==> config.mk <==
export PLATFORM = sky130hd
export DESIGN_NAME = instMem
export DESIGN_NICKNAME = d
export VERILOG_FILES = /design/src/logic/cpuPkg.sv /design/src/logic/instMem.sv
export SDC_FILE = /design/constraint.sdc
export NUM_CORES = 2
export LEC_CHECK = 0
export BUFFER_PORTS_ARGS = -buffer_cell sky130_fd_sc_hd__buf_2
export CAP_MARGIN = 20
export CORE_ASPECT_RATIO = 1.1
export CORE_MARGIN = 1.5
export CORE_UTILIZATION = 52
export CTS_CLUSTER_DIAMETER = 120
export DETAILED_ROUTE_END_ITERATION = 12
export PLACE_DENSITY_LB_ADDON = 0.2
export SYNTH_ARGS = -nofsm -noshare
export SYNTH_HDL_FRONTEND = slang
export SYNTH_SLANG_ARGS = --single-unit
==> constraint.sdc <==
create_clock -name CLK -period 7 [get_ports CLK]
set_input_delay 0.35 -clock CLK [delete_from_list [all_inputs] [get_ports CLK]]
set_output_delay 0.35 -clock CLK [all_outputs]
set_load 0.1 [all_outputs]
==> src/logic/cpuPkg.sv <==
package cpuPkg;

    // Datapath and memory sizes
    localparam int xlen = 32;
    localparam int regAddrW = 5;
    localparam int imemWords = 64;
    localparam int dmemWords = 64;
    localparam int imemAddrW = $clog2(imemWords);
    localparam int dmemAddrW = $clog2(dmemWords);

    localparam logic [xlen-1:0] pcMask = xlen'(imemWords * 4 - 1); // Byte span of imem

    // Major opcodes
    localparam logic [6:0] opR = 7'b0110011;
    localparam logic [6:0] opImm = 7'b0010011;
    localparam logic [6:0] opLoad = 7'b0000011;
    localparam logic [6:0] opStore = 7'b0100011;
    localparam logic [6:0] opBranch = 7'b1100011;
    localparam logic [6:0] opLui = 7'b0110111;

    // Funct3 codes
    localparam logic [2:0] f3AddSub = 3'b000; // Also addi
    localparam logic [2:0] f3Sll = 3'b001;
    localparam logic [2:0] f3Slt = 3'b010; // Also slti
    localparam logic [2:0] f3Xor = 3'b100;
    localparam logic [2:0] f3SrlSra = 3'b101;
    localparam logic [2:0] f3Or = 3'b110;
    localparam logic [2:0] f3And = 3'b111;
    localparam logic [2:0] f3Lw = 3'b010;
    localparam logic [2:0] f3Sw = 3'b010;
    localparam logic [2:0] f3Beq = 3'b000;
    localparam logic [2:0] f3Bne = 3'b001;

    localparam logic [xlen-1:0] nopWord = 32'h0000_0013; // addi x0, x0, 0

    typedef enum logic [3:0] {
        aluAdd,
        aluSub,
        aluAnd,
        aluOr,
        aluXor,
        aluSlt,
        aluSll,
        aluSrl,
        aluSra,
        aluPassB
    } aluOpT;

    // Decoded controls for one instruction
    typedef struct packed {
        logic regWe;
        logic aluSrcImm; // Second operand from imm
        logic memWe;
        logic memToReg;
        logic branch;
        logic branchNe; // bne rather than beq
        aluOpT aluOp;
        logic [xlen-1:0] imm;
    } ctrlT;

    // Architectural effects of one retired instruction
    typedef struct packed {
        logic [xlen-1:0] pc;
        logic regWe;
        logic [regAddrW-1:0] rd;
        logic [xlen-1:0] wdata;
        logic memWe;
        logic [xlen-1:0] memAddr;
        logic [xlen-1:0] memWdata;
    } retireT;

endpackage
==> src/logic/instMem.sv <==
module instMem (
    input  logic CLK,
    input  logic RST,
    input  logic we,
    input  logic [cpuPkg::imemAddrW-1:0] waddr,
    input  logic [cpuPkg::xlen-1:0] wdata,
    input  logic [cpuPkg::imemAddrW-1:0] raddr,
    output logic [cpuPkg::xlen-1:0] rdata
);

    logic [cpuPkg::xlen-1:0] mem [cpuPkg::imemWords];

    // Load port, every word starts out as a nop
    always_ff @(posedge CLK) begin
        if (RST) begin
            for (int i = 0; i < cpuPkg::imemWords; i++) begin
                mem[i] <= cpuPkg::nopWord;
            end
        end else if (we) begin
            mem[waddr] <= wdata;
        end
    end

    assign rdata = mem[raddr]; // Fetch is combinational

    // Program loading only starts once reset has been released
    loadAfterReset: assert property (
        @(posedge CLK) RST |-> !we
    ) else $error("instruction memory written during reset");

endmodule

==> impl_metrics.yaml <==
yosys:
  synth_area_leader_cell: "edfxtp_1"
  avgSynthCellArea_um2: 15.7
  synthFlopType: "edfxtp_1"
  yosysMostFrequentCell: "edfxtp_1"
  ys_seq_elements: 2048
  netlist.area_leader.share_pct: 66.5
  synth_warnings: 0
  syn-num-nets: 5933
  yosys-top-cells-count: "2048 x edfxtp_1, 1858 x and2_1, 515 x mux4_2"
  seq_area_frac_synth_pct: 66.5
  synth_edf_count: 2048
  synth.distinct_cells: 45
  syn_area_um2: 92400
  synthArstFlopShare_pct: 0
  synth_cells: 5886
  synthTopCellsByArea: "edfxtp_1 67%, and2_1 13%, mux4_2 13%"
die:
  fp.dieW_um: 405
  dieArea_um2: 180000
  io_pins: 79
  fp.dieH_um: 445
  core-area_um2: 177000
  floorplan.initialDensity_pct: 52.2
  core.rowCount: 162
placed_design:
  dp_cells: 7901
  portBuffers: 78
  globalplace.congestion: 0.865
  post-place-ws_ns: 1.81
  dp_hpwl_um: 159000
  place_area_um2: 95000
min_path:
  holdPathEnd: "mem[8][4]$_SDFFCE_PN1P_"
  hp-start: "wdata[4]"
  holdPathStages: 2
  hp-class: "in2reg"
clock_tree:
  cts.hold.buffers_added: 0
  ctsResizeCount: 0
  clk_pin_slew_ns: 0.06
  cts_buffer_depth: 3
  cts.sinks: 2048
  cts_made_buffers: 203
  htree_levels: 4
  cts_tree: "built"
  cts_root_buffer: "clkbuf_16"
  post_cts_buffers: 0
sta:
  fin_crit_sh_pct: 73.8
  layout_setup_ws_ns: 1.83
  tightest_slew_ns: 1.22
  maxSlewHeadroom_pct: 18.1
  period_needed_ns: 5.17
  clock.fmax_ghz: 0.193
  rsz0062_at_grt: "no"
  slew_violations: 0
  hold_viol: 0
  tns_ns: 0
  hold_ws_ns: 0.0734
  setup_viol: 0
routing:
  viasPerCell: 6.29
  drt_pass1_iterations: 6
  num_vias: 52100
  post_drt_wl_per_cell_um: 33.5
  drtIter0Drc: 6950
  ant_nets: 0
  drc: 0
  wl_um: 278000
pwr:
  ir_worst_vdd_mv: 0.284
  p_leak_nw: 34.2
  power_mw: 27.3
  p_per_area_nw_per_um2: 269
global_routing:
  antenna_found_initial: 32
  grt_max_degree: 80
  track_usage_pct: 31.0
  grt_pass1_vias: 51600
  gr-total-overflow: 0
  grt_pass1_wl_um: 391000
outcome:
  status: "completed"
worst_setup_path:
  crit_path_max_fanout: 70
  critPathLaunch: "raddr[0]"
  critical_path_arrival_ns: 4.82
  worstSetupStartpointType: "input port"
  crit_required_ns: 6.65
  crit_type: "in2out"
  endpoint_kind: "output pin"
final_layout:
  layout-drive-gt1-share_pct: 20.5
  largest_reg_flops: 2048
  fillers: 13500
  top_register: "mem"
  final_area_um2: 101000
  fin_nets: 5782
  multi_input_area_um2: 28500
  final_cell_count_no_fill: 8293
  final_util_pct: 57.3
  syn2layout_area_growth_pct: 9.77
  top_regs: "mem: 2048 flops"
  seq_area_um2: 61500
run:
  drv_cap: 0
[report_power, final]
part / leakage [nW] / internal [mW] / switching [mW] / total (mW)
combinational: 11.5 / 0.726 / 1.66 / 2.38
clock: 3.10 / 5.90 / 4.73 / 10.6
sequential: 19.6 / 14.1 / 0.163 / 14.3
total: 34.2 / 20.7 / 6.55 / 27.3
[layer usage]
metal / vias up / GRT usage [%] / share of wire [%]
met5: - / 0 / 0.031
met4: 12 / 11.7 / 4.1
met3: 525 / 7.99 / 11
met2: 2783 / 48.8 / 47
met1: 27300 / 41.8 / 38
li1: 21500 / - / -
[worst max path at each step]
stage / cells after the start / slack, ns / endpoint
after floorplan: 7 / 2.72 / rdata[0]
after global placement: 9 / 1.80 / rdata[2]
after detailed placement: 9 / 1.81 / rdata[2]
after CTS: 9 / 1.81 / rdata[2]
after global routing: 9 / 1.60 / rdata[2]
final: 9 / 1.83 / rdata[2]
[cell families after synthesis]
group                  after synthesis  synth area share (%)
DFF                               2048                  66.5
and+or+nand+nor                   2381                  15.7
AOI/OAI and AO/OA                  290                  2.15
muxes                              527                  12.7
buffers and inverters              640                  2.89
[placed cells by master (no fill, tap or decap), types with 6 or more instances in the layout]
cell type  instances
edfxtp_1        2048
and2_1          1858
mux4_2           515
clkbuf_16        207
or3_1            188
buf_4            185
o22ai_1          125
buf_2             75
or2_2             69
nor2_2            61
clkbuf_1          54
clkinv_1          49
nor3_1            45
clkinv_2          38
nor2_1            35
a22oi_1           33
nor2b_1           26
a21oi_1           25
nand2_1           22
a211oi_1          20
o21ai_0           20
nor4_1            19
o22a_1            19
a221oi_1          19
nand2b_1          18
buf_12            16
a22o_1            15
diode_2           13
bufinv_16         13
nand3_1           11
nand3b_1           8
mux2i_1            8
o221ai_1           6
[layout make-up]
class                           count  share of cell area (%)
Antenna cell                       13                  0.0321
Clock buffer                      261                    5.31
Clock inverter                    111                   0.935
Inverter                            1                 0.00370
Multi-Input combinational cell   3198                    28.0
Sequential cell                  2048                    60.6
Tap cell                         2378                    2.93
Timing Repair Buffer              283                    2.13
[worst max-delay path: stages]
cell	delay, ns
buf_8	0.60
buf_4	0.50
buf_12	0.39
buf_12	0.44
mux4_2	0.32
o22ai_1	0.16
nor3_1	0.99
o22a_1	0.40
buf_2	0.49
No activity file was read; power rests on OpenSTA's default activity.
