$ cat src/logic/cpuPkg.sv
package cpuPkg;

    // Datapath and memory sizes
    localparam int xlen = 32;
    localparam int regAddrW = 5;
    localparam int imemWords = 64;
    localparam int dmemWords = 64;
    localparam int imemAddrW = $clog2(imemWords);
    localparam int dmemAddrW = $clog2(dmemWords);

    localparam logic [xlen-1:0] pcMask = xlen'(imemWords * 4 - 1); // Byte span of imem

    // Major opcodes
    localparam logic [6:0] opR = 7'b0110011;
    localparam logic [6:0] opImm = 7'b0010011;
    localparam logic [6:0] opLoad = 7'b0000011;
    localparam logic [6:0] opStore = 7'b0100011;
    localparam logic [6:0] opBranch = 7'b1100011;
    localparam logic [6:0] opLui = 7'b0110111;

    // Funct3 codes
    localparam logic [2:0] f3AddSub = 3'b000; // Also addi
    localparam logic [2:0] f3Sll = 3'b001;
    localparam logic [2:0] f3Slt = 3'b010; // Also slti
    localparam logic [2:0] f3Xor = 3'b100;
    localparam logic [2:0] f3SrlSra = 3'b101;
    localparam logic [2:0] f3Or = 3'b110;
    localparam logic [2:0] f3And = 3'b111;
    localparam logic [2:0] f3Lw = 3'b010;
    localparam logic [2:0] f3Sw = 3'b010;
    localparam logic [2:0] f3Beq = 3'b000;
    localparam logic [2:0] f3Bne = 3'b001;

    localparam logic [xlen-1:0] nopWord = 32'h0000_0013; // addi x0, x0, 0

    typedef enum logic [3:0] {
        aluAdd,
        aluSub,
        aluAnd,
        aluOr,
        aluXor,
        aluSlt,
        aluSll,
        aluSrl,
        aluSra,
        aluPassB
    } aluOpT;

    // Decoded controls for one instruction
    typedef struct packed {
        logic regWe;
        logic aluSrcImm; // Second operand from imm
        logic memWe;
        logic memToReg;
        logic branch;
        logic branchNe; // bne rather than beq
        aluOpT aluOp;
        logic [xlen-1:0] imm;
    } ctrlT;

    // Architectural effects of one retired instruction
    typedef struct packed {
        logic [xlen-1:0] pc;
        logic regWe;
        logic [regAddrW-1:0] rd;
        logic [xlen-1:0] wdata;
        logic memWe;
        logic [xlen-1:0] memAddr;
        logic [xlen-1:0] memWdata;
    } retireT;

endpackage
$ cat src/logic/alu.sv
module alu (
    input  logic [cpuPkg::xlen-1:0] a,
    input  logic [cpuPkg::xlen-1:0] b,
    input  cpuPkg::aluOpT op,
    output logic [cpuPkg::xlen-1:0] result,
    output logic zero
);

    logic [4:0] shamt;
    logic lessThan;

    assign shamt = b[4:0]; // Only the low five bits shift
    assign lessThan = $signed(a) < $signed(b);

    always_comb begin
        case (op)
            cpuPkg::aluAdd: begin
                result = a + b;
            end
            cpuPkg::aluSub: begin
                result = a - b;
            end
            cpuPkg::aluAnd: begin
                result = a & b;
            end
            cpuPkg::aluOr: begin
                result = a | b;
            end
            cpuPkg::aluXor: begin
                result = a ^ b;
            end
            cpuPkg::aluSlt: begin
                result = {{(cpuPkg::xlen - 1){1'b0}}, lessThan};
            end
            cpuPkg::aluSll: begin
                result = a << shamt;
            end
            cpuPkg::aluSrl: begin
                result = a >> shamt;
            end
            cpuPkg::aluSra: begin
                result = $unsigned($signed(a) >>> shamt); // Keeps the sign bit
            end
            cpuPkg::aluPassB: begin
                result = b; // lui
            end
            default: begin
                result = '0;
            end
        endcase
    end

    assign zero = (result == '0);

endmodule

$ cat config.mk
export PLATFORM = sky130hd
export DESIGN_NAME = alu
export DESIGN_NICKNAME = d
export VERILOG_FILES = /design/src/logic/cpuPkg.sv /design/src/logic/alu.sv
export SDC_FILE = /design/constraint.sdc
export NUM_CORES = 1
export LEC_CHECK = 0
export BUFFER_PORTS_ARGS = -buffer_cell sky130_fd_sc_hd__buf_2
export CAP_MARGIN = 10
export CELL_PAD_IN_SITES_DETAIL_PLACEMENT = 2
export CELL_PAD_IN_SITES_GLOBAL_PLACEMENT = 2
export CORE_ASPECT_RATIO = 1.5
export CORE_MARGIN = 2
export CORE_UTILIZATION = 24
export DETAILED_ROUTE_END_ITERATION = 6
export GPL_ROUTABILITY_DRIVEN = 0
export PLACE_DENSITY_LB_ADDON = 0.15
export SYNTH_ARGS = -nofsm -noshare
export SYNTH_HDL_FRONTEND = slang
export SYNTH_SLANG_ARGS = --single-unit
$ cat constraint.sdc
create_clock -name vclk -period 9.44
set_input_delay 1.888 -clock vclk [all_inputs]
set_output_delay 1.888 -clock vclk [all_outputs]
set_load 0.1 [all_outputs]
==> reports/results.ini <==
[critical_path]
worstPathCellList = buf_4, buf_4, mux4_2, mux2i_1, a2bb2oi_1, o21ai_1, a221oi_2, nand4b_1, a2111oi_2, nand4_1, or4_1, or4_1, nor4b_4, buf_12
crit_buf_inv = 3
crit_family = simple AND/OR/NAND/NOR gates
critical_path_required_ns = 7.55
crit_slowest_cell = mux4_2
critPathKind = primary input to primary output
start_kind = primary input
path_max_fanout = 31
crit_arrival_ns = 7.11
cp-end-kind = primary output
critPathMaxStageDelay_ns = 0.56

[sta]
post-route-period-util = 0.953
fin_setup_tns_ns = 0
whs_ns = 4.50
worst_slew_pin_slew_ns = 0.978
setup_viol = 0
slew_viol_final = 0
relSlewSlack = 0.343
rsz0062_at_grt = false
clock.fmax_mhz = 111
hold_violations = 0
period_minus_slack_ns = 9.00

[global_routing]
first_global_vias = 13700
use_met2 = 0.544
grtUsageMet1 = 0.354
gr-usage-all-layers = 0.304
use_met3 = 0.0129
grt_max_degree = 49
gr-total-overflow = 0
grt_first_pass_wirelength_mm = 97.3
antenna_found_initial = 0
busiest_layer = met2

[flow_run]
max_cap_violations = 0

[synth]
synth_cell_types = 91
syn_nets = 1576
syn_inst = 1407
yosysWarnings = 0
seq_area_frac_synth = 0
yosys.area.top_type = ha_1
netlist_area_um2 = 10100
avgSynthCellArea_um2 = 7.15
yosysTopAreaCellShare = 0.123
synth_area_leaders = ha_1 (12%), mux4_2 (12%), a21oi_1 (5.4%)

[pwr]
leakage_nw = 4.72
swShare = 0.719
sequentialPowerShare = 0
intPower_w = 0.000253
ir_drop_mv = 0.0840
power.switching_w = 0.000647
powerDensity_nw_per_um2 = 78.7
total_power_w = 0.000900
p_clk_frac = 0
p_comb_frac = 1.000

[place]
port_buffers = 101
dp_hpwl_mm = 55.1

[floorplan]
fp-row-count = 91
io_pins = 101
die_width_um = 171
dieArea_um2 = 43600
die_h_um = 255
core_um2 = 41200
initial_utilization = 0.244

[cells_and_area]
final_cell_mix = nand2_1 (127), a21oi_1 (108), nor2_1 (105), inv_1 (103)
multiInputGateArea_um2 = 9250
layout_commonest_cell = nand2_1
nets = 1638
n_sequential_cell = 0
drive_gt1_frac = 0.200
seq_area_um2 = 0
clock_buffers = 0
num_antenna_cells = 0
fillers = 5048
syn_to_final_growth_pct = 13.6

[route]
drt_first_iter_violations = 1144
vias_per_cell = 6.40
drtAntennaViolNets = 0
routed_wl_mm = 67.4
route.vias.total = 13000
drcViolationCount = 0
routedWlPerCell_um = 33.3
firstDrtPassIters = 5

[run_status]
status = finished clean

[clock_tree]
cts_resized = 0
cts_hold_buffers = 0
cts_setup_buffers = 0

[hold_path]
hold_class = primary input to primary output

-- cells by family (layout without fill, tap and decap cells) --
group	count (synthesis)	after routing	synth area share
compound gates	506	506	0.354
mux	125	125	0.196
simple gates	455	455	0.231
buf+inv	219	279	0.0915
fa+ha+maj	101	101	0.127
xor+xnor	1	1	0.000870
-- cell usage after synthesis, types with 12 or more instances --
cell / number
nor3_1: 33
mux2_2: 18
a221oi_1: 23
a21o_1: 16
o2111ai_1: 12
o31ai_1: 18
a22oi_1: 13
o211ai_1: 29
nand2b_1: 14
clkbuf_1: 85
nor2_1: 105
mux2i_1: 49
nor4_1: 17
nand2_1: 127
a31oi_1: 22
a2111oi_0: 12
a211oi_1: 25
or3_1: 16
o21ai_0: 70
a21oi_1: 109
inv_1: 104
nor2b_1: 16
mux4_2: 55
ha_1: 99
o22ai_1: 18
nand4_1: 24
nand3_1: 34
-- area by class of cell --
| cell class | count | area share |
|---|---|---|
| Tap cell | 558 | 0.0611 |
| Inverter | 106 | 0.0349 |
| Timing Repair Buffer | 173 | 0.0944 |
| Multi-Input combinational cell | 1188 | 0.810 |
-- power groups by stage --
stage                     logic, W  registers, W  clock network (W)
after floorplan           0.000585             0                  0
after global placement    0.000877             0                  0
after detailed placement  0.000885             0                  0
after CTS                 0.000888             0                  0
after global routing      0.000944             0                  0
final                     0.000900             0                  0
-- metal layers --
| metal | wire (um) | vias up | share of wire |
|---|---|---|---|
| li1 | - | 5580 | - |
| met1 | 26600 | 6715 | 0.39 |
| met2 | 33400 | 477 | 0.49 |
| met3 | 2170 | 189 | 0.032 |
| met4 | 5290 | 0 | 0.079 |
| met5 | 0 | - | 0 |
-- final timing paths --
path / startpoint / to / slack (ns) / cells past startpoint
setup / recovery: b[0] / zero / 0.44 / 14
hold / removal: b[12] / result[12] / 4.50 / 4
-- stage by stage --
stage | util | instances | setup WS, ns | area, um^2
2_1_floorplan | - | 1407 | 0.0282 | 10200
3_3_place_gp | 0.277 | 2025 | 0.546 | 11400
3_5_place_dp | 0.277 | 2025 | 0.526 | 11400
4_1_cts | 0.277 | 2025 | 0.506 | 11400
5_1_grt | 0.277 | 2025 | 0.389 | 11400
6_report | 0.277 | 2025 | 0.444 | 11400
No activity file was read; power rests on OpenSTA's default activity.
