<file path="config.mk">
export PLATFORM = sky130hd
export DESIGN_NAME = regFile
export DESIGN_NICKNAME = d
export VERILOG_FILES = /design/src/logic/cpuPkg.sv /design/src/logic/regFile.sv
export SDC_FILE = /design/constraint.sdc
export NUM_CORES = 2
export LEC_CHECK = 0
export ABC_AREA = 1
export BUFFER_PORTS_ARGS = -buffer_cell sky130_fd_sc_hd__clkbuf_2
export CORE_MARGIN = 2
export CORE_UTILIZATION = 45
export CTS_CLUSTER_DIAMETER = 120
export CTS_CLUSTER_SIZE = 28
export DETAILED_ROUTE_END_ITERATION = 8
export GPL_TIMING_DRIVEN = 0
export PLACE_DENSITY_LB_ADDON = 0.1
export SYNTH_ARGS = -nofsm -noshare
export SYNTH_HDL_FRONTEND = slang
export SYNTH_SLANG_ARGS = --single-unit
export TNS_END_PERCENT = 10
</file>
<file path="constraint.sdc">
create_clock -name CLK -period 2.4 [get_ports CLK]
set_clock_uncertainty 0.05 [all_clocks]
set_input_delay 0.36 -clock CLK [delete_from_list [all_inputs] [get_ports CLK]]
set_output_delay 0.36 -clock CLK [all_outputs]
set_load 0.02 [all_outputs]
</file>
<file path="src/logic/cpuPkg.sv">
package cpuPkg;

    // Datapath and memory sizes
    localparam int xlen = 32;
    localparam int regAddrW = 5;
    localparam int imemWords = 64;
    localparam int dmemWords = 64;
    localparam int imemAddrW = $clog2(imemWords);
    localparam int dmemAddrW = $clog2(dmemWords);

    localparam logic [xlen-1:0] pcMask = xlen'(imemWords * 4 - 1); // Byte span of imem

    // Major opcodes
    localparam logic [6:0] opR = 7'b0110011;
    localparam logic [6:0] opImm = 7'b0010011;
    localparam logic [6:0] opLoad = 7'b0000011;
    localparam logic [6:0] opStore = 7'b0100011;
    localparam logic [6:0] opBranch = 7'b1100011;
    localparam logic [6:0] opLui = 7'b0110111;

    // Funct3 codes
    localparam logic [2:0] f3AddSub = 3'b000; // Also addi
    localparam logic [2:0] f3Sll = 3'b001;
    localparam logic [2:0] f3Slt = 3'b010; // Also slti
    localparam logic [2:0] f3Xor = 3'b100;
    localparam logic [2:0] f3SrlSra = 3'b101;
    localparam logic [2:0] f3Or = 3'b110;
    localparam logic [2:0] f3And = 3'b111;
    localparam logic [2:0] f3Lw = 3'b010;
    localparam logic [2:0] f3Sw = 3'b010;
    localparam logic [2:0] f3Beq = 3'b000;
    localparam logic [2:0] f3Bne = 3'b001;

    localparam logic [xlen-1:0] nopWord = 32'h0000_0013; // addi x0, x0, 0

    typedef enum logic [3:0] {
        aluAdd,
        aluSub,
        aluAnd,
        aluOr,
        aluXor,
        aluSlt,
        aluSll,
        aluSrl,
        aluSra,
        aluPassB
    } aluOpT;

    // Decoded controls for one instruction
    typedef struct packed {
        logic regWe;
        logic aluSrcImm; // Second operand from imm
        logic memWe;
        logic memToReg;
        logic branch;
        logic branchNe; // bne rather than beq
        aluOpT aluOp;
        logic [xlen-1:0] imm;
    } ctrlT;

    // Architectural effects of one retired instruction
    typedef struct packed {
        logic [xlen-1:0] pc;
        logic regWe;
        logic [regAddrW-1:0] rd;
        logic [xlen-1:0] wdata;
        logic memWe;
        logic [xlen-1:0] memAddr;
        logic [xlen-1:0] memWdata;
    } retireT;

endpackage
</file>
<file path="src/logic/regFile.sv">
module regFile (
    input  logic CLK,
    input  logic RST,
    input  logic [cpuPkg::regAddrW-1:0] rs1,
    input  logic [cpuPkg::regAddrW-1:0] rs2,
    input  logic [cpuPkg::regAddrW-1:0] rd,
    input  logic we,
    input  logic [cpuPkg::xlen-1:0] wdata,
    output logic [cpuPkg::xlen-1:0] rdata1,
    output logic [cpuPkg::xlen-1:0] rdata2
);

    localparam int regCount = 2 ** cpuPkg::regAddrW;

    logic [cpuPkg::xlen-1:0] regs [regCount];
    logic writeHit;

    assign writeHit = we && (rd != '0); // x0 is never written

    always_ff @(posedge CLK) begin
        if (RST) begin
            for (int i = 0; i < regCount; i++) begin
                regs[i] <= '0;
            end
        end else if (writeHit) begin
            regs[rd] <= wdata;
        end
    end

    // Reads see the value from before this cycle's write
    assign rdata1 = regs[rs1];
    assign rdata2 = regs[rs2];

    // x0 stays zero across every retired instruction
    zeroRegHeld: assert property (
        @(posedge CLK) disable iff (RST) regs[0] == '0
    ) else $error("register x0 holds a nonzero value");

endmodule

</file>
==> run_results.csv <==
group,metric,value,unit
placement,dp_hpwl,224000,um
yosys,syn_inst,7191,
power,leakage,28.2,nW
floorplanning,die_x,359,um
cells_and_area,mostFrequentLayoutCells,"2644 x nand2_1, 1392 x nand3_1, 1024 x edfxtp_1",
cells_and_area,layout_commonest_cell,"nand2_1",
clock_tree,cts_root_buf,"clkbuf_16",
sta,max_freq,376,MHz
clock_tree,cts_buffers,43,
global_routing,grt_pass1_wl,422000,um
floorplanning,coreArea,125000,um^2
sta,period_minus_slack,2.66,ns
sta,finalHoldViolCount,0,
yosys,synth_area_per_cell,7.88,um^2
floorplanning,die_y,359,um
status,violations,"setup timing",
power,p_total,0.0401,W
cells_and_area,largest-register,"regs",
worst_setup_path,crit_fanout,23,
cells_and_area,synthToLayoutAreaGrowth,17.3,%
detailed_routing,final_antenna_net_count,0,
sta,tightestPinTransition,1.35,ns
yosys,yosysTopAreaCell,"edfxtp_1",
cells_and_area,drive_above_1_share,0.162,
cells_and_area,design_area,66500,um^2
worst_setup_path,slowest_delay,0.44,ns
power,power_density,603,nW/um^2
min_path,min-delay-path-class,"in -> reg",
sta,drv_slew,0,
clock_tree,cts_max_level,2,
detailed_routing,dr.pass1.iters,6,
yosys,syn-cell-area,56600,um^2
min_path,whs_path_depth,3,
detailed_routing,drtIter0Drc,11070,
placement,numPortBuffers,107,
power,ir_drop,0.693,mV
placement,placed_cell_area,60100,um^2
min_path,min_from,"wdata[6]",
yosys,ys_top_cells_by_area,"edfxtp_1 54%, nand2_1 19%, nand3_1 14%, nor2_1 6.6%, buf_2 3.0%",
yosys,yosysUniqueCellTypes,16,
sta,slew_headroom,0.0995,
global_routing,grt-ovfl-total,0,
clock_tree,clock_path_buffers,3,
clock_tree,cts_tree,"built",
clock_tree,cts.reportedPaths.clkPinSlew,0.12,ns
yosys,synth_top_area_frac,0.543,
cells_and_area,largestRegisters,"regs (1024)",
floorplanning,initial_core_util,0.452,
sta,period_share,1.11,
min_path,worstHoldEndpoint,"regs[5][6]$_SDFFCE_PN0P_",
floorplanning,pin_count,114,
yosys,yosysWarnings,0,
global_routing,groute.usage.overall,0.481,
sta,worst_slack,-0.260,ns
placement,gp_congestion,1.02,
detailed_routing,vias,58757,
job,cap_violations,0,
worst_setup_path,crit_chain,"clkbuf_2 -> clkinv_1 -> nand4_1 -> inv_1 -> nand2_1 -> buf_2 -> nand2_2 -> buf_12",
detailed_routing,post-route-drc-count,0,
worst_setup_path,criticalPathCategory,"in -> reg",
detailed_routing,post_drt_wl_per_cell,34.8,um
cells_and_area,largest_register_ffs,1024,
worst_setup_path,critPathTopFamily,"buffers and inverters",
worst_setup_path,critPathCaptureType,"flop",
worst_setup_path,timing.critical_path.buf_inv,5,
sta,setup_viol,484,
status,status,"finished with violations",
clock_tree,cts.sinks,1024,
worst_setup_path,worstPathArrival,3.05,ns
global_routing,grt_max_degree,29,
yosys,synth_seq_area_share,0.543,
worst_setup_path,startpoint_type,"input port",
worst_setup_path,slowest_stage,"buf_2",
cells_and_area,nets,7498,
placement,place_ws,-1.56,ns
floorplanning,dieArea,129000,um^2
global_routing,antenna_found_initial,23,
floorplanning,rows,130,
detailed_routing,wirelength,317000,um
sta,rsz0062_at_grt,"true",
detailed_routing,via_per_inst,6.44,
worst_setup_path,worst_ep_required_time,2.79,ns
global_routing,grt_pass1_vias,53659,
yosys,synth-seq-cells,1024,
-- cell families (layout without fill, tap and decap cells) --
kind of cell           after synthesis  after routing  share of synthesized area
DFF                               1024           1024                      0.543
buffers and inverters              683            916                     0.0593
other                                1             46                  0.0000662
and+or+nand+nor                   5483           5483                      0.398
-- metal layers --
metal	track usage	share of wire
met1	0.580	0.34
met2	0.700	0.42
met3	0.195	0.16
met4	0.334	0.085
met5	0	0.00046
-- worst min-delay path, stage by stage --
cell,delay [ns]
clkbuf_2,0.07
inv_1,0.17
nor2_1,0.15
-- synth_stat cells, drive strengths merged --
library cell,instances
inv,53
conb,1
buf,437
nand2,2942
clkinv,1
edfxtp,1024
nor2,993
nand3,1537
nand4,4
clkbuf,192
nor3,7
-- worst max-delay path by stage --
stage                                         start                         to  slack [ns]  cells after the start
final                                           RST  regs[18][7]$_SDFFCE_PN0P_       -0.26                      8
after global routing      regs[25][3]$_SDFFCE_PN0P_                  rdata2[3]       -0.19                      9
after CTS                 regs[9][20]$_SDFFCE_PN0P_                 rdata2[20]       -0.17                      9
after detailed placement                     rs1[2]                  rdata1[0]       -1.56                     10
after global placement                          RST  regs[11][6]$_SDFFCE_PN0P_       -1.95                      7
after floorplan                               rd[4]  regs[31][0]$_SDFFCE_PN0P_        0.15                      5
-- layout make-up --
type	instances	area, um^2
multi-input combinational	5515	24600
sequential	1024	30700
tap	1650	2060
clock inverter	5	71.3
buffer	628	5260
fill	11876	58800
inverter	54	259
timing repair buffer	182	2250
antenna	14	35.0
clock buffer	47	1130
-- metrics by stage --
step	utilization	TNS [ns]	hold slack, ns	cells
after floorplan	-	0	0.549	7222
after global placement	0.474	-1844.12	0.715	8979
after detailed placement	0.480	-707.28	0.724	9011
after CTS	0.517	-14.13	0.0469	9090
after global routing	0.530	-9.73	0.0803	9106
final	0.531	-42.00	0.0798	9119
-- power breakdown --
| group | switching [W] | internal [W] | total [W] | leakage [nW] |
|---|---|---|---|---|
| Combinational | 0.00655 | 0.00256 | 0.00911 | 17.8 |
| Clock | 0.00623 | 0.00355 | 0.00978 | 0.592 |
| Sequential | 0.000549 | 0.0206 | 0.0212 | 9.75 |
-- timing repair --
action,4_1_cts,5_1_grt
endpoints found under the setup margin,246,657
pin swaps,94,130
buffers inserted,16,11
gates resized for setup,964,437
hold buffers,1,0
hold endpoints to repair,1,0
cloned,11,5
No activity file was read; power rests on OpenSTA's default activity.
