[src/logic/cpuPkg.sv]
package cpuPkg;

    // Datapath and memory sizes
    localparam int xlen = 32;
    localparam int regAddrW = 5;
    localparam int imemWords = 64;
    localparam int dmemWords = 64;
    localparam int imemAddrW = $clog2(imemWords);
    localparam int dmemAddrW = $clog2(dmemWords);

    localparam logic [xlen-1:0] pcMask = xlen'(imemWords * 4 - 1); // Byte span of imem

    // Major opcodes
    localparam logic [6:0] opR = 7'b0110011;
    localparam logic [6:0] opImm = 7'b0010011;
    localparam logic [6:0] opLoad = 7'b0000011;
    localparam logic [6:0] opStore = 7'b0100011;
    localparam logic [6:0] opBranch = 7'b1100011;
    localparam logic [6:0] opLui = 7'b0110111;

    // Funct3 codes
    localparam logic [2:0] f3AddSub = 3'b000; // Also addi
    localparam logic [2:0] f3Sll = 3'b001;
    localparam logic [2:0] f3Slt = 3'b010; // Also slti
    localparam logic [2:0] f3Xor = 3'b100;
    localparam logic [2:0] f3SrlSra = 3'b101;
    localparam logic [2:0] f3Or = 3'b110;
    localparam logic [2:0] f3And = 3'b111;
    localparam logic [2:0] f3Lw = 3'b010;
    localparam logic [2:0] f3Sw = 3'b010;
    localparam logic [2:0] f3Beq = 3'b000;
    localparam logic [2:0] f3Bne = 3'b001;

    localparam logic [xlen-1:0] nopWord = 32'h0000_0013; // addi x0, x0, 0

    typedef enum logic [3:0] {
        aluAdd,
        aluSub,
        aluAnd,
        aluOr,
        aluXor,
        aluSlt,
        aluSll,
        aluSrl,
        aluSra,
        aluPassB
    } aluOpT;

    // Decoded controls for one instruction
    typedef struct packed {
        logic regWe;
        logic aluSrcImm; // Second operand from imm
        logic memWe;
        logic memToReg;
        logic branch;
        logic branchNe; // bne rather than beq
        aluOpT aluOp;
        logic [xlen-1:0] imm;
    } ctrlT;

    // Architectural effects of one retired instruction
    typedef struct packed {
        logic [xlen-1:0] pc;
        logic regWe;
        logic [regAddrW-1:0] rd;
        logic [xlen-1:0] wdata;
        logic memWe;
        logic [xlen-1:0] memAddr;
        logic [xlen-1:0] memWdata;
    } retireT;

endpackage
[src/logic/dataMem.sv]
module dataMem (
    input  logic CLK,
    input  logic RST,
    input  logic we,
    input  logic [cpuPkg::xlen-1:0] addr,
    input  logic [cpuPkg::xlen-1:0] wdata,
    output logic [cpuPkg::xlen-1:0] rdata
);

    logic [cpuPkg::xlen-1:0] mem [cpuPkg::dmemWords];
    logic [cpuPkg::dmemAddrW-1:0] wordIdx;

    // Byte address to word index, upper bits alias
    assign wordIdx = addr[cpuPkg::dmemAddrW+1:2];

    always_ff @(posedge CLK) begin
        if (RST) begin
            for (int i = 0; i < cpuPkg::dmemWords; i++) begin
                mem[i] <= '0;
            end
        end else if (we) begin
            mem[wordIdx] <= wdata;
        end
    end

    assign rdata = mem[wordIdx]; // Combinational load path

    // Only whole words are stored
    alignedStore: assert property (
        @(posedge CLK) disable iff (RST) we |-> (addr[1:0] == 2'b00)
    ) else $error("misaligned store to address %h", addr);

endmodule

[config.mk]
export PLATFORM = sky130hd
export DESIGN_NAME = dataMem
export DESIGN_NICKNAME = d
export VERILOG_FILES = /design/src/logic/cpuPkg.sv /design/src/logic/dataMem.sv
export SDC_FILE = /design/constraint.sdc
export NUM_CORES = 2
export LEC_CHECK = 0
export BUFFER_PORTS_ARGS = -buffer_cell sky130_fd_sc_hd__buf_2
export CORE_MARGIN = 4
export CORE_UTILIZATION = 55
export DETAILED_ROUTE_END_ITERATION = 6
export PLACE_DENSITY_LB_ADDON = 0.15
export SLEW_MARGIN = 20
export SYNTH_ARGS = -nofsm -noshare
export SYNTH_HDL_FRONTEND = slang
export SYNTH_SLANG_ARGS = --single-unit
[constraint.sdc]
create_clock -name CLK -period 5.54 [get_ports CLK]
set_clock_uncertainty 0.05 [all_clocks]
set_input_delay 0.277 -clock CLK [delete_from_list [all_inputs] [get_ports CLK]]
set_output_delay 0.277 -clock CLK [all_outputs]
set_load 0.005 [all_outputs]
==> reports/metrics.csv <==
metric,value,unit
vias in the first global route,57600,
part of the power in the clock network,0.393,
TritonCTS clock tree,built,
max-capacitance violation count,0,
synth unique cells,57,
hold path depth,2,
maximum VDD drop,0.355,mV
drt via density,6.52,
clock sink total,2048,
Core ar.,167000,um^2
min-delay src,RST,
Reg power frac,0.526,
via count,59900,
WHS Endpoint,mem[47][25],
Syn Nets,7037,
crit share post-route,0.817,
hold-fix buffers at CTS,0,
Seq cells post-synth,2048,
WL/cell,31.7,um
largest net degree at the start of global routing,97,
remaining global-route overflow,0,
Max Clk Rate,221,MHz
Worst Max-Slew Pin Slew,1.18,ns
Die Wd,419,um
highest metal layer with signal wires,met5,
# Post-CTS Setup Buffers,0,
Sw Share,0.241,
worst path cell trace,buf_8 -> inv_6 -> buf_4 -> a221oi_1 -> nor3_1 -> nor4_1 -> buf_4 -> o211ai_1 -> or3_1 -> buf_2,
Top delay family on crit path,buffers and inverters,
Post-Syn Area per Cell,13.3,um^2
Max Slew Vio Count,0,
# DRC,1,
Async SR Flop Fraction,0,
antenna violations before repair,30,
Fin. Hold Viols,0,
failing checks,design-rule violations,
CP max-delay cell,buf_8,
Routed met3 length,32800,um
Iteration-0 DRC Markers,7806,
share of layout cells above drive strength 1,0.137,
Main synth FF type,edfxtp_1,
Nets,6860,
part of the Yosys area used for sequential elements,0.663,
"EDFF count, synth",2048,
YS warnings,0,
max FFs per register,2048,
minimum clock period,4.52,ns
Int Power,0.0260,W
"most used cell, CP",buf_4,
CTS Buf Count,208,
status,finished with violations,
arrival time at the worst endpoint,4.20,ns
number of I/O port buffers,72,
largest reg by FF count,mem,
die height,419,um
drt total wl,291000,um
die area,175000,um^2
Tot Pwr,0.0343,W
HPWL Detailed,171000,um
Initial Util,0.554,
IO Pins,99,
htree depth,4,
first-pass GRT wire length,415000,um
Post-Syn Area,92800,um^2
met1 WL,110000,um
post-route antenna net violation count,0,
setup TNS,0,ns
Power Density,335,nW/um^2
CP startpoint kind,input pin,
sw power,0.00826,W
synth-to-layout area growth,10.1,%
WL met2,132000,um
CP endpoint kind,primary output,
Synth Instances,6970,
CP bufs+invs,5,
final core utilization,0.611,
Final Setup Violations,0,
overall routing resource usage,0.330,
Largest regs,mem (2048),
"CTS clk-pin slew, worst paths",0.06,ns
cts repair resizes,0,
Hold Path Class,in -> reg,
logic gate share of total power,0.081,
GPL Wtd Cong,0.890,
worst-path maximum fanout,87,
Slew headroom,0.212,
P_leak,35.4,nW
"slowest stage delay, CP",0.63,ns
root buf cell,clkbuf_16,
CP required,5.21,ns
# rows,150,
RSZ-0062 raised after global routing,false,
critical path class,in -> out,
Clock Tree Buf Depth,3,
drt first pass iters,7,
## worst max path at each step
| stage | start | endpoint | slack [ns] | depth (start not counted) |
|---|---|---|---|---|
| after floorplan | addr[4] | mem[16][0] | 3.04 | 7 |
| after global placement | addr[3] | rdata[2] | 1.20 | 9 |
| after detailed placement | addr[3] | mem[38][28] | 1.18 | 6 |
| after CTS | addr[4] | rdata[21] | 1.13 | 10 |
| after global routing | addr[4] | rdata[21] | 1.05 | 10 |
| final | addr[4] | rdata[21] | 1.02 | 10 |
## kinds of logic after synthesis
group / Yosys count / share of synthesized area
flops: 2048 / 0.663
buf+inv: 773 / 0.0341
compound gates: 1326 / 0.103
simple gates: 2536 / 0.164
mux: 287 / 0.0369
## per-layer routing
layer  track usage  up-vias
met5             0        -
met4         0.175       14
met3        0.0761      656
met2         0.496     3488
met1         0.450    30300
li1              -    25400
## cell usage after synthesis, drive strengths merged, types with 3 or more instances
cell type | instances | area share
mux2 | 101 | 0.012
o32ai | 3 | 0.00028
a22oi | 374 | 0.030
o2111ai | 3 | 0.00028
mux4 | 34 | 0.0083
and2 | 2051 | 0.14
buf | 204 | 0.011
edfxtp | 2048 | 0.66
nand2b | 4 | 0.00027
inv | 3 | 0.00012
nor2 | 198 | 0.0085
nor2b | 6 | 0.00040
o22ai | 162 | 0.011
a31oi | 8 | 0.00054
nand3b | 3 | 0.00024
or4 | 16 | 0.0013
o211ai | 40 | 0.0032
or3 | 16 | 0.0011
nand2 | 80 | 0.0032
o221ai | 18 | 0.0017
nor3b | 3 | 0.00030
nor4 | 16 | 0.0011
o31ai | 13 | 0.0011
and3 | 5 | 0.00034
mux2i | 152 | 0.016
or2 | 83 | 0.0056
nand3 | 7 | 0.00038
a21oi | 136 | 0.0073
a221oi | 293 | 0.028
a221o | 41 | 0.0044
o21ai | 172 | 0.0093
a22o | 21 | 0.0020
nor3 | 43 | 0.0023
clkbuf | 566 | 0.023
a211oi | 26 | 0.0021
o2bb2ai | 4 | 0.00038
## cell type report
type / count / area [um^2]
flip-flops and latches: 2048 / 61500
clock inverters: 107 / 927
clock buffers: 272 / 5490
repair buffers: 383 / 3130
fillers: 12800 / 65200
multi-input cells: 4149 / 28300
diodes: 19 / 47.5
well taps: 2204 / 2760
inverters: 3 / 18.8
## cells in the final DEF (no fill, tap or decap), types with 40 or more instances in the layout
cell type / Yosys / final
nor2_2: 18 / 57
o21ai_0: 170 / 170
mux2_2: 101 / 101
buf_4: 18 / 279
clkinv_1: 0 / 42
a221o_1: 41 / 41
nand2_1: 80 / 80
clkbuf_16: 0 / 210
o211ai_1: 40 / 40
mux2i_1: 152 / 152
o22ai_1: 162 / 162
a22oi_1: 374 / 374
a21oi_1: 136 / 136
nor2_1: 180 / 139
and2_1: 2051 / 2049
clkbuf_1: 566 / 62
or2_2: 83 / 83
nor3_1: 43 / 41
a221oi_1: 291 / 291
buf_2: 90 / 69
edfxtp_1: 2048 / 2048
## metrics by stage
step                hold slack (ns)  setup slack [ns]  instance area [um^2]  instances
floorplan                     0.686              3.04                 92800       6970
global placement               1.00              1.20                 95700       8787
detailed placement             1.01              1.18                 95700       8787
CTS                          0.0972              1.13                102000       9166
global route                  0.126              1.05                102000       9171
finish                        0.153              1.02                102000       9185
## power groups by stage
stage | combinational [W] | sequential, W | clock, W
2_1_floorplan | 0.00142 | 0.0183 | 0
3_3_place_gp | 0.00269 | 0.0183 | 0
3_5_place_dp | 0.00271 | 0.0184 | 0
4_1_cts | 0.00272 | 0.0180 | 0.0136
5_1_grt | 0.00286 | 0.0181 | 0.0142
6_report | 0.00277 | 0.0180 | 0.0135
(Power assumes the default switching activity.)
