`src/logic/cpuPkg.sv`:
```
package cpuPkg;

    // Datapath and memory sizes
    localparam int xlen = 32;
    localparam int regAddrW = 5;
    localparam int imemWords = 64;
    localparam int dmemWords = 64;
    localparam int imemAddrW = $clog2(imemWords);
    localparam int dmemAddrW = $clog2(dmemWords);

    localparam logic [xlen-1:0] pcMask = xlen'(imemWords * 4 - 1); // Byte span of imem

    // Major opcodes
    localparam logic [6:0] opR = 7'b0110011;
    localparam logic [6:0] opImm = 7'b0010011;
    localparam logic [6:0] opLoad = 7'b0000011;
    localparam logic [6:0] opStore = 7'b0100011;
    localparam logic [6:0] opBranch = 7'b1100011;
    localparam logic [6:0] opLui = 7'b0110111;

    // Funct3 codes
    localparam logic [2:0] f3AddSub = 3'b000; // Also addi
    localparam logic [2:0] f3Sll = 3'b001;
    localparam logic [2:0] f3Slt = 3'b010; // Also slti
    localparam logic [2:0] f3Xor = 3'b100;
    localparam logic [2:0] f3SrlSra = 3'b101;
    localparam logic [2:0] f3Or = 3'b110;
    localparam logic [2:0] f3And = 3'b111;
    localparam logic [2:0] f3Lw = 3'b010;
    localparam logic [2:0] f3Sw = 3'b010;
    localparam logic [2:0] f3Beq = 3'b000;
    localparam logic [2:0] f3Bne = 3'b001;

    localparam logic [xlen-1:0] nopWord = 32'h0000_0013; // addi x0, x0, 0

    typedef enum logic [3:0] {
        aluAdd,
        aluSub,
        aluAnd,
        aluOr,
        aluXor,
        aluSlt,
        aluSll,
        aluSrl,
        aluSra,
        aluPassB
    } aluOpT;

    // Decoded controls for one instruction
    typedef struct packed {
        logic regWe;
        logic aluSrcImm; // Second operand from imm
        logic memWe;
        logic memToReg;
        logic branch;
        logic branchNe; // bne rather than beq
        aluOpT aluOp;
        logic [xlen-1:0] imm;
    } ctrlT;

    // Architectural effects of one retired instruction
    typedef struct packed {
        logic [xlen-1:0] pc;
        logic regWe;
        logic [regAddrW-1:0] rd;
        logic [xlen-1:0] wdata;
        logic memWe;
        logic [xlen-1:0] memAddr;
        logic [xlen-1:0] memWdata;
    } retireT;

endpackage
```
`src/logic/decoder.sv`:
```
module decoder (
    input  logic [cpuPkg::xlen-1:0] inst,
    output cpuPkg::ctrlT ctrl
);

    logic [6:0] opcode;
    logic [2:0] funct3;
    logic alt; // Bit 30 selects sub and sra
    logic [cpuPkg::xlen-1:0] immI;
    logic [cpuPkg::xlen-1:0] immS;
    logic [cpuPkg::xlen-1:0] immB;
    logic [cpuPkg::xlen-1:0] immU;

    assign opcode = inst[6:0];
    assign funct3 = inst[14:12];
    assign alt = inst[30];

    // Immediate formats, all sign extended from bit 31
    assign immI = {{20{inst[31]}}, inst[31:20]};
    assign immS = {{20{inst[31]}}, inst[31:25], inst[11:7]};
    assign immB = {{19{inst[31]}}, inst[31], inst[7], inst[30:25], inst[11:8], 1'b0};
    assign immU = {inst[31:12], 12'b0};

    always_comb begin
        ctrl = '0; // Unknown encodings fall through as a nop
        ctrl.aluOp = cpuPkg::aluAdd;

        case (opcode)
            cpuPkg::opR: begin
                ctrl.regWe = 1'b1;
                case (funct3)
                    cpuPkg::f3AddSub: ctrl.aluOp = alt ? cpuPkg::aluSub : cpuPkg::aluAdd;
                    cpuPkg::f3Sll: ctrl.aluOp = cpuPkg::aluSll;
                    cpuPkg::f3Slt: ctrl.aluOp = cpuPkg::aluSlt;
                    cpuPkg::f3Xor: ctrl.aluOp = cpuPkg::aluXor;
                    cpuPkg::f3SrlSra: ctrl.aluOp = alt ? cpuPkg::aluSra : cpuPkg::aluSrl;
                    cpuPkg::f3Or: ctrl.aluOp = cpuPkg::aluOr;
                    cpuPkg::f3And: ctrl.aluOp = cpuPkg::aluAnd;
                    default: ctrl.regWe = 1'b0;
                endcase
            end

            cpuPkg::opImm: begin
                ctrl.regWe = 1'b1;
                ctrl.aluSrcImm = 1'b1;
                ctrl.imm = immI;
                case (funct3)
                    cpuPkg::f3AddSub: ctrl.aluOp = cpuPkg::aluAdd;
                    cpuPkg::f3Slt: ctrl.aluOp = cpuPkg::aluSlt;
                    cpuPkg::f3Xor: ctrl.aluOp = cpuPkg::aluXor;
                    cpuPkg::f3Or: ctrl.aluOp = cpuPkg::aluOr;
                    cpuPkg::f3And: ctrl.aluOp = cpuPkg::aluAnd;
                    default: begin
                        // Immediate shifts are outside the subset
                        ctrl.regWe = 1'b0;
                        ctrl.aluSrcImm = 1'b0;
                        ctrl.imm = '0;
                    end
                endcase
            end

            cpuPkg::opLoad: begin
                if (funct3 == cpuPkg::f3Lw) begin
                    ctrl.regWe = 1'b1;
                    ctrl.aluSrcImm = 1'b1;
                    ctrl.memToReg = 1'b1;
                    ctrl.aluOp = cpuPkg::aluAdd; // Base plus offset
                    ctrl.imm = immI;
                end
            end

            cpuPkg::opStore: begin
                if (funct3 == cpuPkg::f3Sw) begin
                    ctrl.memWe = 1'b1;
                    ctrl.aluSrcImm = 1'b1;
                    ctrl.aluOp = cpuPkg::aluAdd;
                    ctrl.imm = immS;
                end
            end

            cpuPkg::opBranch: begin
                if (funct3 == cpuPkg::f3Beq || funct3 == cpuPkg::f3Bne) begin
                    ctrl.branch = 1'b1;
                    ctrl.branchNe = (funct3 == cpuPkg::f3Bne);
                    ctrl.aluOp = cpuPkg::aluSub; // Equality via zero flag
                    ctrl.imm = immB;
                end
            end

            cpuPkg::opLui: begin
                ctrl.regWe = 1'b1;
                ctrl.aluSrcImm = 1'b1;
                ctrl.aluOp = cpuPkg::aluPassB;
                ctrl.imm = immU;
            end

            default: begin
                ctrl.regWe = 1'b0;
            end
        endcase
    end

endmodule

```
`config.mk`:
```
export PLATFORM = sky130hd
export DESIGN_NAME = decoder
export DESIGN_NICKNAME = d
export VERILOG_FILES = /design/src/logic/cpuPkg.sv /design/src/logic/decoder.sv
export SDC_FILE = /design/constraint.sdc
export NUM_CORES = 1
export LEC_CHECK = 0
export ABC_AREA = 1
export BUFFER_PORTS_ARGS = -buffer_cell sky130_fd_sc_hd__buf_4
export CAP_MARGIN = 15
export CORE_MARGIN = 1.5
export CORE_UTILIZATION = 35
export DETAILED_ROUTE_END_ITERATION = 7
export PLACE_DENSITY = 0.76
export SLEW_MARGIN = 40
export SYNTH_ARGS = -nofsm -noshare
export SYNTH_HDL_FRONTEND = slang
export SYNTH_SLANG_ARGS = --single-unit
```
`constraint.sdc`:
```
create_clock -name vclk -period 1.4
set_input_delay 0.28 -clock vclk [all_inputs]
set_output_delay 0.28 -clock vclk [all_outputs]
set_load 0.02 [all_outputs]
```
==> results.py, run 1 <==
metrics = {
    "synth": {
        "synthTopCellsByArea": "nand3_2 25%, nand2_1 21%, nor2_1 8.6%",
        "syn-mean-instance-area_um2": 5.70,
        "yosys.area.top_type_share": 0.254,
        "netlist_area_um2": 827,
        "yosysMostFrequentCell": "nand2_1",
        "yosysWarnings": 0,
        "synth.distinct_cells": 23,
        "synth_cells": 145,
        "synth_top_area_cell": "nand3_2",
        "synth_nets": 177,
        "synth_commonest_cells": "46 x nand2_1, 21 x nand3_2, 19 x nor2_1",
        "yosysSeqAreaShare": 0,
    },
    "placement": {
        "dp_hpwl_um": 2540,
        "port_buffers": 74,
        "dpl-instance-area_um2": 1670,
        "gp_congestion": 0.815,
    },
    "floorplan": {
        "die_w_um": 51.6,
        "start_util": 0.374,
        "fp.dieH_um": 51.6,
        "io_pins": 74,
        "rows": 17,
    },
    "timing": {
        "endpoint_type": "primary output",
        "grt-worst-endpoint": "ctrl[8]",
    },
    "outcome": {
        "status": "stopped before the end",
        "error_line": "[ERROR DPL-0038] Utilization greater than 100%, impossible to legalize",
        "haltStage": "5_1_grt",
    },
    "grt": {
        "grt_max_degree": 20,
    },
}
metrics by stage:
step,worst slack [ps],utilization,instances
2_1_floorplan,-48.4,-,145
3_3_place_gp,-308,0.755,268
3_5_place_dp,-350,0.755,268
4_1_cts,-336,0.904,277
kinds of logic after synthesis:
kind of cell / count (synthesis) / share of synthesized area
buffers and inverters: 23 / 0.133
and+or+nand+nor: 115 / 0.817
AOI/OAI and AO/OA: 7 / 0.0499
repair_timing:
item | in CTS
cloned | 1
endpoints found under the setup margin | 42
pin swaps | 10
hold buffers | 0
resized for setup | 62
buffers inserted | 9
==> run 2, diff against run 1 <==
--- a/config.mk
+++ b/config.mk
@@ -9,9 +9,9 @@
 export BUFFER_PORTS_ARGS = -buffer_cell sky130_fd_sc_hd__buf_4
 export CAP_MARGIN = 15
 export CORE_MARGIN = 1.5
-export CORE_UTILIZATION = 35
+export CORE_UTILIZATION = 20
 export DETAILED_ROUTE_END_ITERATION = 7
-export PLACE_DENSITY = 0.76
+export PLACE_DENSITY_LB_ADDON = 0.15
 export SLEW_MARGIN = 40
 export SYNTH_ARGS = -nofsm -noshare
 export SYNTH_HDL_FRONTEND = slang
==> constraint.sdc (replaced) <==
create_clock -name vclk -period 1.8
set_input_delay 0.36 -clock vclk [all_inputs]
set_output_delay 0.36 -clock vclk [all_outputs]
set_load 0.02 [all_outputs]
==> run 2 against run 1 <==
  * The flow now finishes, with violations (setup timing)
  * Synthesized cell count is the same
  * Area after synthesis is the same
==> results.py, run 2 <==
metrics = {
    "floorplan": {
        "core_um2": 4000,
        "start_util": 0.207,
        "io_pins": 74,
        "die-area_um2": 4530,
        "die_w_um": 67.3,
        "rows": 23,
        "fp.dieH_um": 67.3,
    },
    "timing": {
        "relSlewSlack": 0.810,
        "final_hold_viol_count": 0,
        "period_minus_slack_ps": 1840,
        "max_freq_mhz": 544,
        "drv_slew": 0,
        "rsz0062_at_grt": "true",
        "setup_ws_ps": -38.9,
        "post-route-period-util": 1.02,
        "worst_pin_slew_ps": 284,
        "setup_violations": 20,
    },
    "outcome": {
        "status": "complete, but fails checks",
        "violations": "setup timing",
    },
    "setup_path": {
        "critical_path_class": "input pin to output pin",
        "startpoint_type": "input pin",
        "cp_top_family": "buffers and inverters",
        "required_ps": 1440,
        "crit_top_cell": "buf_6",
        "slowest_delay_ps": 180,
        "path_cells": "buf_8, nor2_4, nand2_4, buf_6, nor2_8, buf_12, nand3_4, clkbuf_16, nand3_2, buf_6",
        "arrival_ps": 1480,
        "critical_path.endpoint_type": "output pin",
        "critPathMaxFanout": 9,
        "cp_slowest_cell": "clkbuf_16",
        "path_buf_inv": 5,
    },
    "finish": {
        "most-common-layout-cells": "63 x buf_4, 36 x buf_6, 32 x nand2_1",
        "regArea_um2": 0,
        "layout-drive-gt1-share": 0.703,
        "post-route-util": 0.515,
        "n_antenna_cell": 0,
        "area_growth_pct": 149,
        "final_nets": 280,
        "sequential_cell_total": 0,
        "instances_no_fill": 296,
        "clkbuf_count": 0,
        "final_common_cell": "buf_4",
    },
    "synth": {
        "synth_top_family_by_area": "simple AND/OR/NAND/NOR gates",
        "synth_nets": 177,
        "syn-mean-instance-area_um2": 5.70,
        "synth_commonest_cells": "46 x nand2_1, 21 x nand3_2, 19 x nor2_1",
        "synthAdderAreaFrac": 0,
        "yosys.area.top_type_share": 0.254,
        "synth_cells": 145,
        "yosysWarnings": 0,
        "synthSimpleGateAreaFrac": 0.817,
        "synth.distinct_cells": 23,
        "yosysSeqAreaShare": 0,
        "synthTopCellsByArea": "nand3_2 25%, nand2_1 21%, nor2_1 8.6%",
        "synthXorXnorAreaFrac": 0,
        "muxShareOfSynthArea": 0,
        "yosysMostFrequentCell": "nand2_1",
        "synth-compound-area-share": 0.0499,
        "netlist_area_um2": 827,
        "synth_top_area_cell": "nand3_2",
    },
    "grt": {
        "use_met1": 0.183,
        "gr-max-usage-layer": "met2",
        "overflow": 0,
        "grt_use_met3": 0.0100,
        "use_met2": 0.244,
        "grt_pass1_vias": 1127,
        "grt_max_degree": 20,
        "grt_pass1_wl_um": 4960,
        "antenna_found_initial": 0,
        "grt.total_usage": 0.134,
    },
    "route": {
        "drtAntennaViolNets": 0,
        "dr_total_vias": 1294,
        "drtIter0Drc": 13,
        "drc": 0,
        "viasPerCell": 4.37,
        "wl_per_cell_um": 11.5,
        "wl_um": 3400,
        "first_pass_iters": 4,
    },
    "power_and_ir_drop": {
        "vdd.ir_drop.worst_v": 0.0000793,
        "power_leakage_nw": 1.30,
        "p_total_mw": 0.193,
        "powerDensity_nw_per_um2": 93.7,
    },
    "placement": {
        "dp_slack_ps": -101,
        "dp_cells": 288,
        "dp_hpwl_um": 2500,
        "gp_congestion": 0.756,
        "port_buffers": 74,
    },
    "job": {
        "cap_violations": 0,
    },
    "worst_hold_path": {
        "min_path_type": "input pin to output pin",
    },
}
-- run 2: final cells by class --
class / instances / area (µm²)
multi-input cells: 122 / 897
fillers: 402 / 1940
repair buffers: 106 / 1020
well taps: 50 / 62.6
inverters: 18 / 77.6
-- run 2: worst paths after layout --
kind,startpoint,to,slack [ps],cells after the start
setup / recovery,inst[2],ctrl[23],-40,10
hold / removal,inst[10],ctrl[3],1000,4
-- run 2: power breakdown --
group | switching, mW | internal, mW
clock | 0 | 0
combinational | 0.0929 | 0.100
sequential | 0 | 0
-- run 2: logic make-up (layout without fill, tap and decap cells) --
kind of cell | Yosys count | count (layout)
AND/OR/NAND/NOR | 115 | 115
buffers and inverters | 23 | 124
AO/OA/AOI/OAI | 7 | 7
-- run 2: metal layers --
layer,up-vias,part of all wire,wire [µm]
li1,671,-,-
met1,585,0.41,1400
met2,38,0.53,1800
met3,0,0.060,203
met4,0,0,0
met5,-,0,0
-- run 2: through the flow --
stage               hold WS [ps]  setup TNS [ps]  instance area [µm²]
finish                       997            -399                 2060
detailed placement          1020           -1700                 1620
global route                1010           -2140                 2060
global placement            1020           -2190                 1620
CTS                         1020            -798                 1920
floorplan                    839               0                  827
-- run 2: timing repair --
action,4_1_cts,5_1_grt
pin swaps,20,15
endpoints found under the hold margin,0,0
hold buffers,0,0
resized for setup,57,34
endpoints found under the setup margin,28,39
setup buffers,6,0
cloned,1,1
No activity file was read; power rests on OpenSTA's default activity.
==> run 3, diff against run 2 <==
--- a/config.mk
+++ b/config.mk
@@ -11,6 +11,7 @@
 export CORE_MARGIN = 1.5
 export CORE_UTILIZATION = 20
 export DETAILED_ROUTE_END_ITERATION = 7
+export MAX_ROUTING_LAYER = met4
 export PLACE_DENSITY_LB_ADDON = 0.15
 export SLEW_MARGIN = 40
 export SYNTH_ARGS = -nofsm -noshare
==> run 3 against run 2 <==
  * The flow still finishes with violations (setup timing)
  * Final cell count is the same
  * Global-route usage up 0.38 points
  * First-iteration DRC count is 15% higher
  * Die area stayed put
  * Largest power group unchanged
  * Setup slack barely moved
  * Count of clock-buffer cells in the layout unchanged
  * Cell area is the same
==> results.py, run 3 (synthesis results as in run 2) <==
metrics = {
    "floorplan": {
        "fp.dieH_um": 67.3,
        "start_util": 0.207,
        "die_w_um": 67.3,
        "rows": 23,
        "io_pins": 74,
        "die-area_um2": 4530,
        "core_um2": 4000,
    },
    "outcome": {
        "violations": "setup timing",
        "status": "complete, but fails checks",
    },
    "finish": {
        "most-common-layout-cells": "63 x buf_4, 36 x buf_6, 32 x nand2_1",
        "fill_cells": 402,
        "clkbuf_count": 0,
        "post-route-util": 0.515,
        "n_antenna_cell": 0,
        "sequential_cell_total": 0,
        "area_growth_pct": 149,
        "regArea_um2": 0,
        "instances_no_fill": 296,
        "layout-drive-gt1-share": 0.703,
        "final_nets": 280,
        "final_common_cell": "buf_4",
    },
    "clock_tree": {
        "ctsHoldBuffers": 0,
    },
    "placement": {
        "port_buffers": 74,
        "dp_hpwl_um": 2500,
        "gp_congestion": 0.766,
        "dp_cells": 288,
        "dp_slack_ps": -101,
    },
    "timing": {
        "setup_violations": 20,
        "post-route-period-util": 1.02,
        "drv_slew": 0,
        "rsz0062_at_grt": "true",
        "worst_pin_slew_ps": 284,
        "final_hold_viol_count": 0,
        "max_freq_mhz": 544,
        "period_minus_slack_ps": 1840,
        "relSlewSlack": 0.810,
        "setup_ws_ps": -38.6,
    },
    "route": {
        "wl_per_cell_um": 11.5,
        "viasPerCell": 4.38,
        "drtIter0Drc": 15,
        "drc": 0,
        "first_pass_iters": 4,
        "wl_um": 3400,
        "drtAntennaViolNets": 0,
        "dr_total_vias": 1296,
    },
    "grt": {
        "grt_pass1_wl_um": 4960,
        "use_met1": 0.185,
        "grt.total_usage": 0.138,
        "overflow": 0,
        "use_met2": 0.244,
        "grt_pass1_vias": 1127,
        "gr-max-usage-layer": "met2",
        "antenna_found_initial": 0,
        "grt_use_met3": 0.00667,
        "grt_max_degree": 20,
    },
    "power_and_ir_drop": {
        "power_leakage_nw": 1.30,
        "powerDensity_nw_per_um2": 93.7,
        "vdd.ir_drop.worst_v": 0.0000793,
    },
    "worst_hold_path": {
        "min_path_type": "input pin to output pin",
        "min_from": "inst[10]",
        "whs_path_depth": 4,
        "min_to": "ctrl[3]",
    },
    "setup_path": {
        "critPathMaxFanout": 9,
        "required_ps": 1440,
        "crit_top_cell": "buf_6",
        "cp_slowest_cell": "clkbuf_16",
        "critical_path.endpoint_type": "output pin",
        "arrival_ps": 1480,
        "path_buf_inv": 5,
        "cp_top_family": "buffers and inverters",
        "slowest_delay_ps": 180,
        "path_cells": "buf_8, nor2_4, nand2_4, buf_6, nor2_8, buf_12, nand3_4, clkbuf_16, nand3_2, buf_6",
        "startpoint_type": "input pin",
        "critical_path_class": "input pin to output pin",
    },
    "job": {
        "cap_violations": 0,
    },
}
## run 3: cell counts in the layout (fill, tap and decap cells not counted)
No cell type changed its count.
## run 3: final cells by class
class                           count  area, µm²  share of cell area
Multi-Input combinational cell    122        897               0.436
Tap cell                           50       62.6              0.0304
Timing Repair Buffer              106       1020               0.496
Inverter                           18       77.6              0.0377
## run 3: stage by stage
| stage | instance area, µm² | hold WS (ps) | power [mW] | setup TNS [ps] |
|---|---|---|---|---|
| CTS | 1920 | 1020 | 0.180 | -798 |
| global placement | 1620 | 1020 | 0.157 | -2190 |
| global route | 2060 | 1010 | 0.209 | -2140 |
| detailed placement | 1620 | 1020 | 0.156 | -1700 |
| floorplan | 827 | 839 | 0.0519 | 0 |
| finish | 2060 | 997 | 0.193 | -397 |
## run 3: where the power goes
| group | total, mW | switching, mW | internal [mW] | leakage (nW) |
|---|---|---|---|---|
| Sequential | 0 | 0 | 0 | 0 |
| Clock | 0 | 0 | 0 | 0 |
| Combinational | 0.193 | 0.0929 | 0.100 | 1.30 |
| Total | 0.193 | 0.0929 | 0.100 | 1.30 |
## run 3: how the worst max path moves through the flow
| stage | end | from | cells past startpoint | slack (ps) |
|---|---|---|---|---|
| floorplan | ctrl[31] | inst[1] | 9 | 120 |
| global placement | ctrl[11] | inst[6] | 10 | -120 |
| detailed placement | ctrl[6] | inst[1] | 10 | -100 |
| CTS | ctrl[31] | inst[2] | 11 | -50 |
| global route | ctrl[18] | inst[2] | 10 | -90 |
| finish | ctrl[23] | inst[2] | 10 | -40 |
## run 3: routing by layer
layer / vias to the layer above / share of wire
li1: 671 / -
met1: 587 / 0.41
met2: 38 / 0.53
met3: 0 / 0.058
met4: 0 / 0
met5: - / 0
## run 3: worst min-delay path, cell delays in order
cell and delay [ps]:
buf_4 80, nand2_2 40, nand2_2 50, buf_6 100
## run 3: what timing repair did
item,CTS,global route
endpoints found under the setup margin,28,39
buffers inserted,6,0
gates resized for setup,57,34
pin swaps,20,15
gates cloned,1,1
